<file path="src/swin_pkg.sv">
package swin_pkg;

   // ----------------------------------------
   // widths
   localparam int PIX_W       = 8;
   localparam int BEAT_PIX    = 16;
   localparam int BANK_PIX    = 8;
   localparam int NUM_BANKS   = 3;
   localparam int NUM_GROUPS  = 3;
   localparam int GROUP_PIX   = BANK_PIX * NUM_BANKS;  // 24 pixels per group word
   localparam int CONF_ADDR_W = 9;
   localparam int CONF_W      = 19;
   localparam int CYCLE_W     = 8;
   localparam int OFFSET_W    = 3;
   localparam int SPLIT_W     = CONF_W - 1 - CYCLE_W - NUM_BANKS - OFFSET_W;
   localparam int ROT_W       = 2;  // bank rotation 0..2

   // taps of the ctl delay line in the read path
   localparam int DEROT_TAP = 3;
   localparam int DEOFF_TAP = 4;
   localparam int SEL_TAP   = 5;
   localparam int LA_DLY    = SEL_TAP + 1;

   // ----------------------------------------
   // types
   typedef logic [BEAT_PIX*PIX_W-1:0]  pix_beat_t;
   typedef logic [GROUP_PIX*PIX_W-1:0] group_word_t;
   typedef logic [GROUP_PIX-1:0]       group_mask_t;

   typedef enum logic [NUM_GROUPS-1:0] {
      GRP_0 = 3'b001,
      GRP_1 = 3'b010,
      GRP_2 = 3'b100
   } grp_t;

   // one-cold bank pattern, the cold bit marks the top bank after rotation
   typedef enum logic [NUM_BANKS-1:0] {
      SHUF_NONE = 3'b011,
      SHUF_ONE  = 3'b101,
      SHUF_TWO  = 3'b110
   } shuf_t;

   typedef struct packed {
      logic [SPLIT_W-1:0]   split;     // unused
      logic                 addr_ret;
      logic [CYCLE_W-1:0]   cycle;
      logic [NUM_BANKS-1:0] order;
      logic [OFFSET_W-1:0]  offset;
   } conf_entry_t;

   typedef struct packed {
      logic                vld;
      logic [OFFSET_W-1:0] offset;
      shuf_t               shuf;
      grp_t                group;
   } beat_ctl_t;

   typedef struct packed {
      logic [NUM_GROUPS-1:0] group_en;
      logic [NUM_BANKS-1:0]  addr_inc;
      group_mask_t           mask;
      group_word_t           data;
   } bram_wr_t;

   // ----------------------------------------
   // bank rotation helpers
   function automatic logic [ROT_W-1:0] shuf_banks(shuf_t s);
      case (s)
         SHUF_ONE: return 2'd1;
         SHUF_TWO: return 2'd2;
         default:  return 2'd0;
      endcase
   endfunction

   function automatic group_word_t word_rotl(group_word_t w, logic [ROT_W-1:0] n);
      logic [2*GROUP_PIX*PIX_W-1:0] dbl;
      dbl = {w, w} << (n * BANK_PIX * PIX_W);
      return dbl[2*GROUP_PIX*PIX_W-1 -: GROUP_PIX*PIX_W];
   endfunction

   function automatic group_word_t word_rotr(group_word_t w, logic [ROT_W-1:0] n);
      logic [2*GROUP_PIX*PIX_W-1:0] dbl;
      dbl = {w, w} >> (n * BANK_PIX * PIX_W);
      return dbl[GROUP_PIX*PIX_W-1:0];
   endfunction

   function automatic group_mask_t mask_rotl(group_mask_t m, logic [ROT_W-1:0] n);
      logic [2*GROUP_PIX-1:0] dbl;
      dbl = {m, m} << (n * BANK_PIX);
      return dbl[2*GROUP_PIX-1 -: GROUP_PIX];
   endfunction

endpackage

</file>
<file path="src/conf_sequencer.sv">
`timescale 1ns/1ps

module conf_sequencer import swin_pkg::*; (
   input  logic                   clk,
   input  logic                   rst_n,
   input  logic                   pix_vld,
   input  pix_beat_t              pix_data,
   input  conf_entry_t            conf_rd_data,
   output logic [CONF_ADDR_W-1:0] conf_rd_addr,
   output beat_ctl_t              ctl,
   output pix_beat_t              pix_q
);

   logic                vld_q;
   logic [CYCLE_W-1:0]  beat_cnt;   // beats left in the line
   grp_t                grp_q;
   shuf_t               shuf_q;
   logic [OFFSET_W-1:0] offset_q;
   logic                line_start;

   assign line_start = pix_vld && (beat_cnt == '0);

   // ----------------------------------------
   // line state

   always_ff @(posedge clk or negedge rst_n) begin
      if (!rst_n) begin
         vld_q        <= 1'b0;
         beat_cnt     <= '0;
         grp_q        <= GRP_2;  // first line lands in GRP_0
         shuf_q       <= SHUF_NONE;
         offset_q     <= '0;
         conf_rd_addr <= '0;
      end else begin
         vld_q <= pix_vld;
         if (line_start) begin
            beat_cnt <= conf_rd_data.cycle;
            grp_q    <= grp_t'({grp_q[NUM_GROUPS-2:0], grp_q[NUM_GROUPS-1]});
            shuf_q   <= shuf_t'(conf_rd_data.order);
            offset_q <= conf_rd_data.offset;
            // next entry is fetched while this line runs
            if (conf_rd_data.addr_ret)
               conf_rd_addr <= '0;
            else
               conf_rd_addr <= conf_rd_addr + 1'b1;
         end else if (pix_vld) begin
            beat_cnt <= beat_cnt - 1'b1;
            shuf_q   <= shuf_t'({shuf_q[0], shuf_q[NUM_BANKS-1:1]});  // rotate right
         end
      end
   end

   // beat payload
   always_ff @(posedge clk) begin
      if (pix_vld)
         pix_q <= pix_data;
   end

   assign ctl = '{
      vld:    vld_q,
      offset: offset_q,
      shuf:   shuf_q,
      group:  grp_q
   };

   // ----------------------------------------
   // checks

   // a zero cycle would leave no time for the next entry to come back
   a_cycle_nonzero : assert property (
      @(posedge clk) disable iff (!rst_n)
      line_start |-> (conf_rd_data.cycle != '0)
   );

   // the order field of every entry must be a legal one-cold pattern
   a_shuf_legal : assert property (
      @(posedge clk) disable iff (!rst_n)
      shuf_q inside {SHUF_NONE, SHUF_ONE, SHUF_TWO}
   );

endmodule

</file>
<file path="src/write_aligner.sv">
`timescale 1ns/1ps

module write_aligner import swin_pkg::*; (
   input  logic      clk,
   input  logic      rst_n,
   input  beat_ctl_t ctl,
   input  pix_beat_t pix_q,
   output bram_wr_t  bram_wr,
   output grp_t      rd_group_sel
);

   // decode stage
   logic [NUM_GROUPS-1:0] grp_en_a;
   logic [NUM_BANKS-1:0]  inc_a;
   logic [ROT_W-1:0]      banks_a;
   logic [OFFSET_W-1:0]   offset_a;
   pix_beat_t             pix_a;

   // offset stage
   logic [NUM_GROUPS-1:0] grp_en_b;
   logic [NUM_BANKS-1:0]  inc_b;
   logic [ROT_W-1:0]      banks_b;
   group_word_t           word_b;
   group_mask_t           mask_b;

   // rotate / steer stage
   logic [NUM_GROUPS-1:0] grp_en_c;
   logic [NUM_BANKS-1:0]  inc_c;
   group_word_t           word_c;
   group_mask_t           mask_c;

   // ----------------------------------------
   // control pipe

   always_ff @(posedge clk or negedge rst_n) begin
      if (!rst_n) begin
         grp_en_a <= '0;
         inc_a    <= '0;
         grp_en_b <= '0;
         inc_b    <= '0;
         grp_en_c <= '0;
         inc_c    <= '0;
      end else begin
         grp_en_a <= ctl.vld ? ctl.group : '0;  // no write on idle cycles
         inc_a    <= ctl.vld ? ctl.shuf : '0;
         grp_en_b <= grp_en_a;
         inc_b    <= inc_a;
         grp_en_c <= grp_en_b;
         inc_c    <= inc_b;
      end
   end

   // ----------------------------------------
   // data pipe

   always_ff @(posedge clk) begin
      banks_a  <= shuf_banks(ctl.shuf);
      offset_a <= ctl.offset;
      pix_a    <= pix_q;

      // place beat at pixels offset..offset+15
      word_b  <= group_word_t'(pix_a) << (offset_a * PIX_W);
      mask_b  <= group_mask_t'({BEAT_PIX{1'b1}}) << offset_a;
      banks_b <= banks_a;

      // bank rotation toward the top
      word_c <= word_rotl(word_b, banks_b);
      mask_c <= mask_rotl(mask_b, banks_b);
   end

   assign bram_wr = '{
      group_en: grp_en_c,
      addr_inc: inc_c,
      mask:     mask_c,
      data:     word_c
   };

   assign rd_group_sel = grp_t'(grp_en_c);  // read the group being written

   // ----------------------------------------
   // checks

   // the group rotation upstream must never hit two groups at once
   a_group_en_onehot0 : assert property (
      @(posedge clk) disable iff (!rst_n)
      $onehot0(bram_wr.group_en)
   );

endmodule

</file>
<file path="src/line_assembler.sv">
`timescale 1ns/1ps

module line_assembler import swin_pkg::*; (
   input  logic        clk,
   input  logic        rst_n,
   input  beat_ctl_t   ctl,
   input  pix_beat_t   pix_q,
   input  group_word_t rd_data_gp0,
   input  group_word_t rd_data_gp1,
   input  group_word_t rd_data_gp2,
   output pix_beat_t   line_0,
   output pix_beat_t   line_1,
   output pix_beat_t   line_2,
   output logic        line_vld
);

   beat_ctl_t   ctl_d [LA_DLY];
   pix_beat_t   pix_d [LA_DLY];
   group_word_t rd_word [NUM_GROUPS];
   group_word_t derot [NUM_GROUPS];
   pix_beat_t   deoff [NUM_GROUPS];

   assign rd_word[0] = rd_data_gp0;
   assign rd_word[1] = rd_data_gp1;
   assign rd_word[2] = rd_data_gp2;

   // ----------------------------------------
   // delay lines to meet the read data

   always_ff @(posedge clk or negedge rst_n) begin
      if (!rst_n) begin
         for (int i = 0; i < LA_DLY; i++)
            ctl_d[i] <= '0;
      end else begin
         ctl_d[0] <= ctl;
         for (int i = 1; i < LA_DLY; i++)
            ctl_d[i] <= ctl_d[i-1];
      end
   end

   always_ff @(posedge clk) begin
      pix_d[0] <= pix_q;
      for (int i = 1; i < LA_DLY; i++)
         pix_d[i] <= pix_d[i-1];
   end

   // ----------------------------------------
   // undo rotation, then offset

   always_ff @(posedge clk) begin
      for (int g = 0; g < NUM_GROUPS; g++) begin
         derot[g] <= word_rotr(rd_word[g], shuf_banks(ctl_d[DEROT_TAP].shuf));
         deoff[g] <= derot[g][ctl_d[DEOFF_TAP].offset*PIX_W +: BEAT_PIX*PIX_W];
      end
   end

   // ----------------------------------------
   // line select
   // the two groups not being written hold the older lines

   always_ff @(posedge clk) begin
      line_2 <= pix_d[SEL_TAP];  // live line
      case (ctl_d[SEL_TAP].group)
         GRP_0: begin
            line_0 <= deoff[1];
            line_1 <= deoff[2];
         end
         GRP_1: begin
            line_0 <= deoff[2];
            line_1 <= deoff[0];
         end
         default: begin  // GRP_2
            line_0 <= deoff[0];
            line_1 <= deoff[1];
         end
      endcase
   end

   always_ff @(posedge clk or negedge rst_n) begin
      if (!rst_n)
         line_vld <= 1'b0;
      else
         line_vld <= ctl_d[SEL_TAP].vld;
   end

endmodule

</file>
<file path="src/swin_decoder.sv">
`timescale 1ns/1ps

module swin_decoder import swin_pkg::*; (
   input  logic                   clk,
   input  logic                   rst_n,
   input  logic                   pix_vld,
   input  pix_beat_t              pix_data,
   input  conf_entry_t            conf_rd_data,
   output logic [CONF_ADDR_W-1:0] conf_rd_addr,
   output bram_wr_t               bram_wr,
   output grp_t                   rd_group_sel,
   input  group_word_t            rd_data_gp0,
   input  group_word_t            rd_data_gp1,
   input  group_word_t            rd_data_gp2,
   output pix_beat_t              line_0,
   output pix_beat_t              line_1,
   output pix_beat_t              line_2,
   output logic                   line_vld
);

   beat_ctl_t ctl;
   pix_beat_t pix_q;

   // config fetch and per-beat control
   conf_sequencer conf_sequencer_i (
      .clk          (clk),
      .rst_n        (rst_n),
      .pix_vld      (pix_vld),
      .pix_data     (pix_data),
      .conf_rd_data (conf_rd_data),
      .conf_rd_addr (conf_rd_addr),
      .ctl          (ctl),
      .pix_q        (pix_q)
   );

   // write side of the line buffer
   write_aligner write_aligner_i (
      .clk          (clk),
      .rst_n        (rst_n),
      .ctl          (ctl),
      .pix_q        (pix_q),
      .bram_wr      (bram_wr),
      .rd_group_sel (rd_group_sel)
   );

   // read side, three window lines
   line_assembler line_assembler_i (
      .clk         (clk),
      .rst_n       (rst_n),
      .ctl         (ctl),
      .pix_q       (pix_q),
      .rd_data_gp0 (rd_data_gp0),
      .rd_data_gp1 (rd_data_gp1),
      .rd_data_gp2 (rd_data_gp2),
      .line_0      (line_0),
      .line_1      (line_1),
      .line_2      (line_2),
      .line_vld    (line_vld)
   );

endmodule

</file>
<file path="config.mk">
export PLATFORM = sky130hd
export DESIGN_NAME = swin_decoder
export DESIGN_NICKNAME = d
export VERILOG_FILES = /design/src/swin_pkg.sv /design/src/conf_sequencer.sv /design/src/write_aligner.sv /design/src/line_assembler.sv /design/src/swin_decoder.sv
export SDC_FILE = /design/constraint.sdc
export NUM_CORES = 2
export LEC_CHECK = 0
export ABC_AREA = 1
export BUFFER_PORTS_ARGS = -buffer_cell sky130_fd_sc_hd__buf_4
export CAP_MARGIN = 10
export CORE_AREA = 3 3 516 518
export DETAILED_ROUTE_END_ITERATION = 12
export DIE_AREA = 0 0 519 521
export SYNTH_ARGS = -nofsm -noshare
export SYNTH_HDL_FRONTEND = slang
export SYNTH_SLANG_ARGS = --single-unit
</file>
<file path="constraint.sdc">
create_clock -name clk -period 2.75 [get_ports clk]
set_clock_uncertainty 0.15 [all_clocks]
set_input_delay 0.1375 -clock clk [delete_from_list [all_inputs] [get_ports clk]]
set_output_delay 0.1375 -clock clk [all_outputs]
set_load 0.02 [all_outputs]
</file>
==> out/results.ini <==
[yosys]
seq_area_frac_synth_pct = 57.2
synth-seq-cells = 2734
netlist-cell-type-count = 37
yosysWarnings = 0
synth_nets = 12000
postSynthAreaPerCell_um2 = 8.80
synthCells = 11200
syn-cell-area_mm2 = 0.0988

[placed_design]
place_ws_ps = 14.8
place_congestion = 1.07
dpl_cell_area_mm2 = 0.114
io_buffers = 1340
post-dp-hpwl_um = 414000

[global_routing]
grt_pass1_wl_um = 727000
grt_start_max_net_pins = 134
antenna_found_initial = 162
grt_use_total_pct = 38.1
grt_pass1_vias = 93700
grt_overflow_total = 0

[routing]
firstDrtPassIters = 9
via_per_inst = 5.51
routed_wl_um = 542000
drt-initial-drc-count = 11300
routedWlPerCell_um = 30.6
vias = 97400
ant_nets = 0
drc = 0

[critical_path]
r2r_slack_ps = -20
crit_chain = nand2_2 > nor2_4 > buf_12 > buf_12 > buf_16 > buf_12 > nand2_1 > o211ai_1 > dlygate4sd3_1 > o21ai_1
cp.required_ps = 3400
cp_slowest_cell = dlygate4sd3_1
cpLargestDelayFamily = buffers and inverters
cp-end-kind = flip-flop
crit_arrival_ps = 3410
startpoint_type = flip-flop
max_stage_delay_ps = 600
crit_path_start = line_assembler_i.ctl_d[25]$_DFF_PN0_
r2r_cells = 10
path_max_fanout = 54
reg2reg_to = line_assembler_i.derot[0][554]$_DFF_P_
crit_top_cell = buf_12
worstSetupPathType = flip-flop to flip-flop
r2r_start = line_assembler_i.ctl_d[25]$_DFF_PN0_
critical_path_buf_inv_count = 5

[hold_path]
hold_end = line_assembler_i.derot[0][243]$_DFF_P_
hold_path_depth = 4
worstHoldPathType = input pin to flip-flop
min_from = rd_data_gp1[179]

[sta]
fmax_mhz = 362
layout_setup_ws_ps = -15.2
period_needed_ps = 2770
grt_setup_unrepaired = yes
slew_violations = 0
slew_headroom_pct = 15.6
finalCritPeriodShare_pct = 101
hold_ws_ps = 19.2
worst_pin_slew_ps = 1270
final_hold_viol_count = 0
setup_viol = 1

[finish]
design_area_mm2 = 0.138
fin_nets = 14600
finish.utilization_pct = 52.8
drive_gt1_share_pct = 18.5
syn_to_final_growth_pct = 40.1

[die]
fp.dieW_um = 519
core_mm2 = 0.262
dieArea_mm2 = 0.270
ios = 1345
die_y_um = 521
start_util_pct = 37.7
rows = 188

[clock_tree]
clk_path_buf_depth = 4
cts_inserted_buffers = 305
clk_latency_ps = 1010
clkSinkCount = 2734
cts_root_buf = clkbuf_16
tritoncts = done
clk_pin_slew_ps = 60
htree_levels = 5

[run_status]
violations = negative setup slack
outcome = complete, but fails checks

[power]
total_power_w = 0.165
power.density_mw_per_mm2 = 1200
ir_drop_uv = 904
p_leak_nw = 61.1

[flow_run]
drv_cap = 0

how the worst max path moves through the flow:
stage | end | slack (ps) | depth (start not counted)
3_3_place_gp | line_assembler_i.deoff[0][257]$_DFF_P_ | 30 | 7
4_1_cts | line_assembler_i.derot[0][202]$_DFF_P_ | 2 | 8
6_report | line_assembler_i.derot[0][554]$_DFF_P_ | -20 | 10
2_1_floorplan | conf_sequencer_i.beat_cnt[0]$_DFFE_PN0P_ | 1040 | 8
5_1_grt | line_assembler_i.derot[0][563]$_DFF_P_ | -70 | 10
3_5_place_dp | line_assembler_i.deoff[0][257]$_DFF_P_ | 10 | 7
final cells by class:
type	count	area [um^2]
inverter	606	2340
timing repair inverter	2	20.0
antenna	108	270
sequential	2734	56500
clock buffer	422	8800
tap	3515	4400
multi-input combinational	7065	36400
clock inverter	104	1330
fill	23800	124000
timing repair buffer	3127	28300
timing repair:
action | in CTS | in global routing
resized for setup | 1 | 81
hold endpoints to repair | 931 | 1
hold buffers | 1383 | 1
setup buffers | 0 | 15
pin swaps | 0 | 2
gates cloned | 0 | 8
setup endpoints to repair | 1 | 146
power by group:
part	switching, W	internal, W
clock	0.0169	0.0247
sequential	0.0117	0.0506
combinational	0.0406	0.0209
total	0.0692	0.0962
Yosys cell counts:
library cell	number	area share, %
ha_1	2	0.025
nand2_2	1	0.0063
o21bai_1	2	0.015
and2_1	48	0.30
mux2i_1	396	4.0
o22ai_1	49	0.31
o221ai_1	256	2.3
xor2_1	3	0.027
clkinv_1	4	0.015
nor2_2	1	0.0063
o21ai_0	988	5.0
or2_2	329	2.1
o31ai_1	8	0.061
dfxtp_1	2509	51
buf_4	63	0.48
buf_2	267	1.4
dfrtp_1	94	2.4
nand3_2	1	0.010
inv_2	7	0.027
nor2_4	1	0.011
nand2_1	2546	9.7
nor3_1	3	0.015
o211ai_1	194	1.5
nor2_1	193	0.73
dfstp_2	3	0.080
a22oi_1	26	0.20
a21oi_1	226	1.1
inv_4	1	0.0063
inv_1	594	2.3
nand4_1	170	1.1
clkbuf_1	416	1.6
buf_1	65	0.25
nand3_1	1155	5.9
edfxtp_1	128	3.9
nand3b_1	1	0.0076
o21ai_1	466	2.4
buf_6	12	0.14
cell families after synthesis:
group	after synthesis	share of synthesized area [%]
AO/OA/AOI/OAI	2215	12.8
XOR/XNOR	3	0.0266
adder cells (fa/ha/maj)	2	0.0253
buffers and inverters	1429	6.10
flip-flops	2734	57.2
multiplexers	396	4.01
AND/OR/NAND/NOR	4449	19.8
cell usage in the layout (no fill, tap or decap), types with 10 or more instances in the layout:
master,netlist,layout
buf_4,63,1635
dfrtp_1,94,87
o221ai_1,256,255
or2_2,329,329
edfxtp_1,128,128
a22oi_1,26,26
and2_1,48,48
mux2i_1,396,395
buf_6,12,11
o21ai_2,0,20
o211ai_1,194,194
o21ai_0,988,959
buf_12,0,83
clkbuf_1,416,58
bufinv_16,0,25
dfxtp_1,2509,2504
o21ai_1,466,475
o22ai_1,49,49
clkinvlp_4,0,14
clkinv_4,0,10
a21oi_1,226,226
clkinv_2,0,37
inv_6,0,13
nand3_1,1155,1155
clkbuf_16,0,324
diode_2,0,108
dlygate4sd3_1,0,1380
nand2_1,2546,2543
clkbuf_8,0,47
nand4_1,170,170
inv_1,594,590
nor2_1,193,191
layer usage:
layer  up-vias  wire length (um)  track usage [%]
met1     46900            200000             44.3
met5         -               467                0
met2      5698            245000             61.5
met3      1508             48000             9.64
met4        72             47600             27.1
li1      43200                 -                -
metrics by stage:
stage,std cells,setup TNS (ps)
2_1_floorplan,11200,0
3_3_place_gp,15600,0
3_5_place_dp,15600,0
4_1_cts,17600,0
5_1_grt,17600,-546
6_report,17700,-15.2
worst register-to-register path: cells and delay by family (launching register included):
family	cells	cell delay [ps]
and+or+nand+nor	3	370
DFF	1	470
AOI/OAI and AO/OA	2	170
buffers and inverters	5	1500
flip-flops by register name, indices dropped and copies added, names as in the netlist, 8 cells and up:
register / cells
line_assembler_i.line_1: 128
conf_sequencer_i.beat_cnt: 8
write_aligner_i.mask_c: 24
line_assembler_i.line_2: 128
conf_sequencer_i.conf_rd_addr: 9
line_assembler_i.deoff: 384
line_assembler_i.pix_d: 768
conf_sequencer_i.pix_q: 128
write_aligner_i.word_b: 184
write_aligner_i.word_c: 192
line_assembler_i.ctl_d: 51
write_aligner_i.mask_b: 14
line_assembler_i.derot: 552
line_assembler_i.line_0: 128
Power figures use the tool's default switching activity.
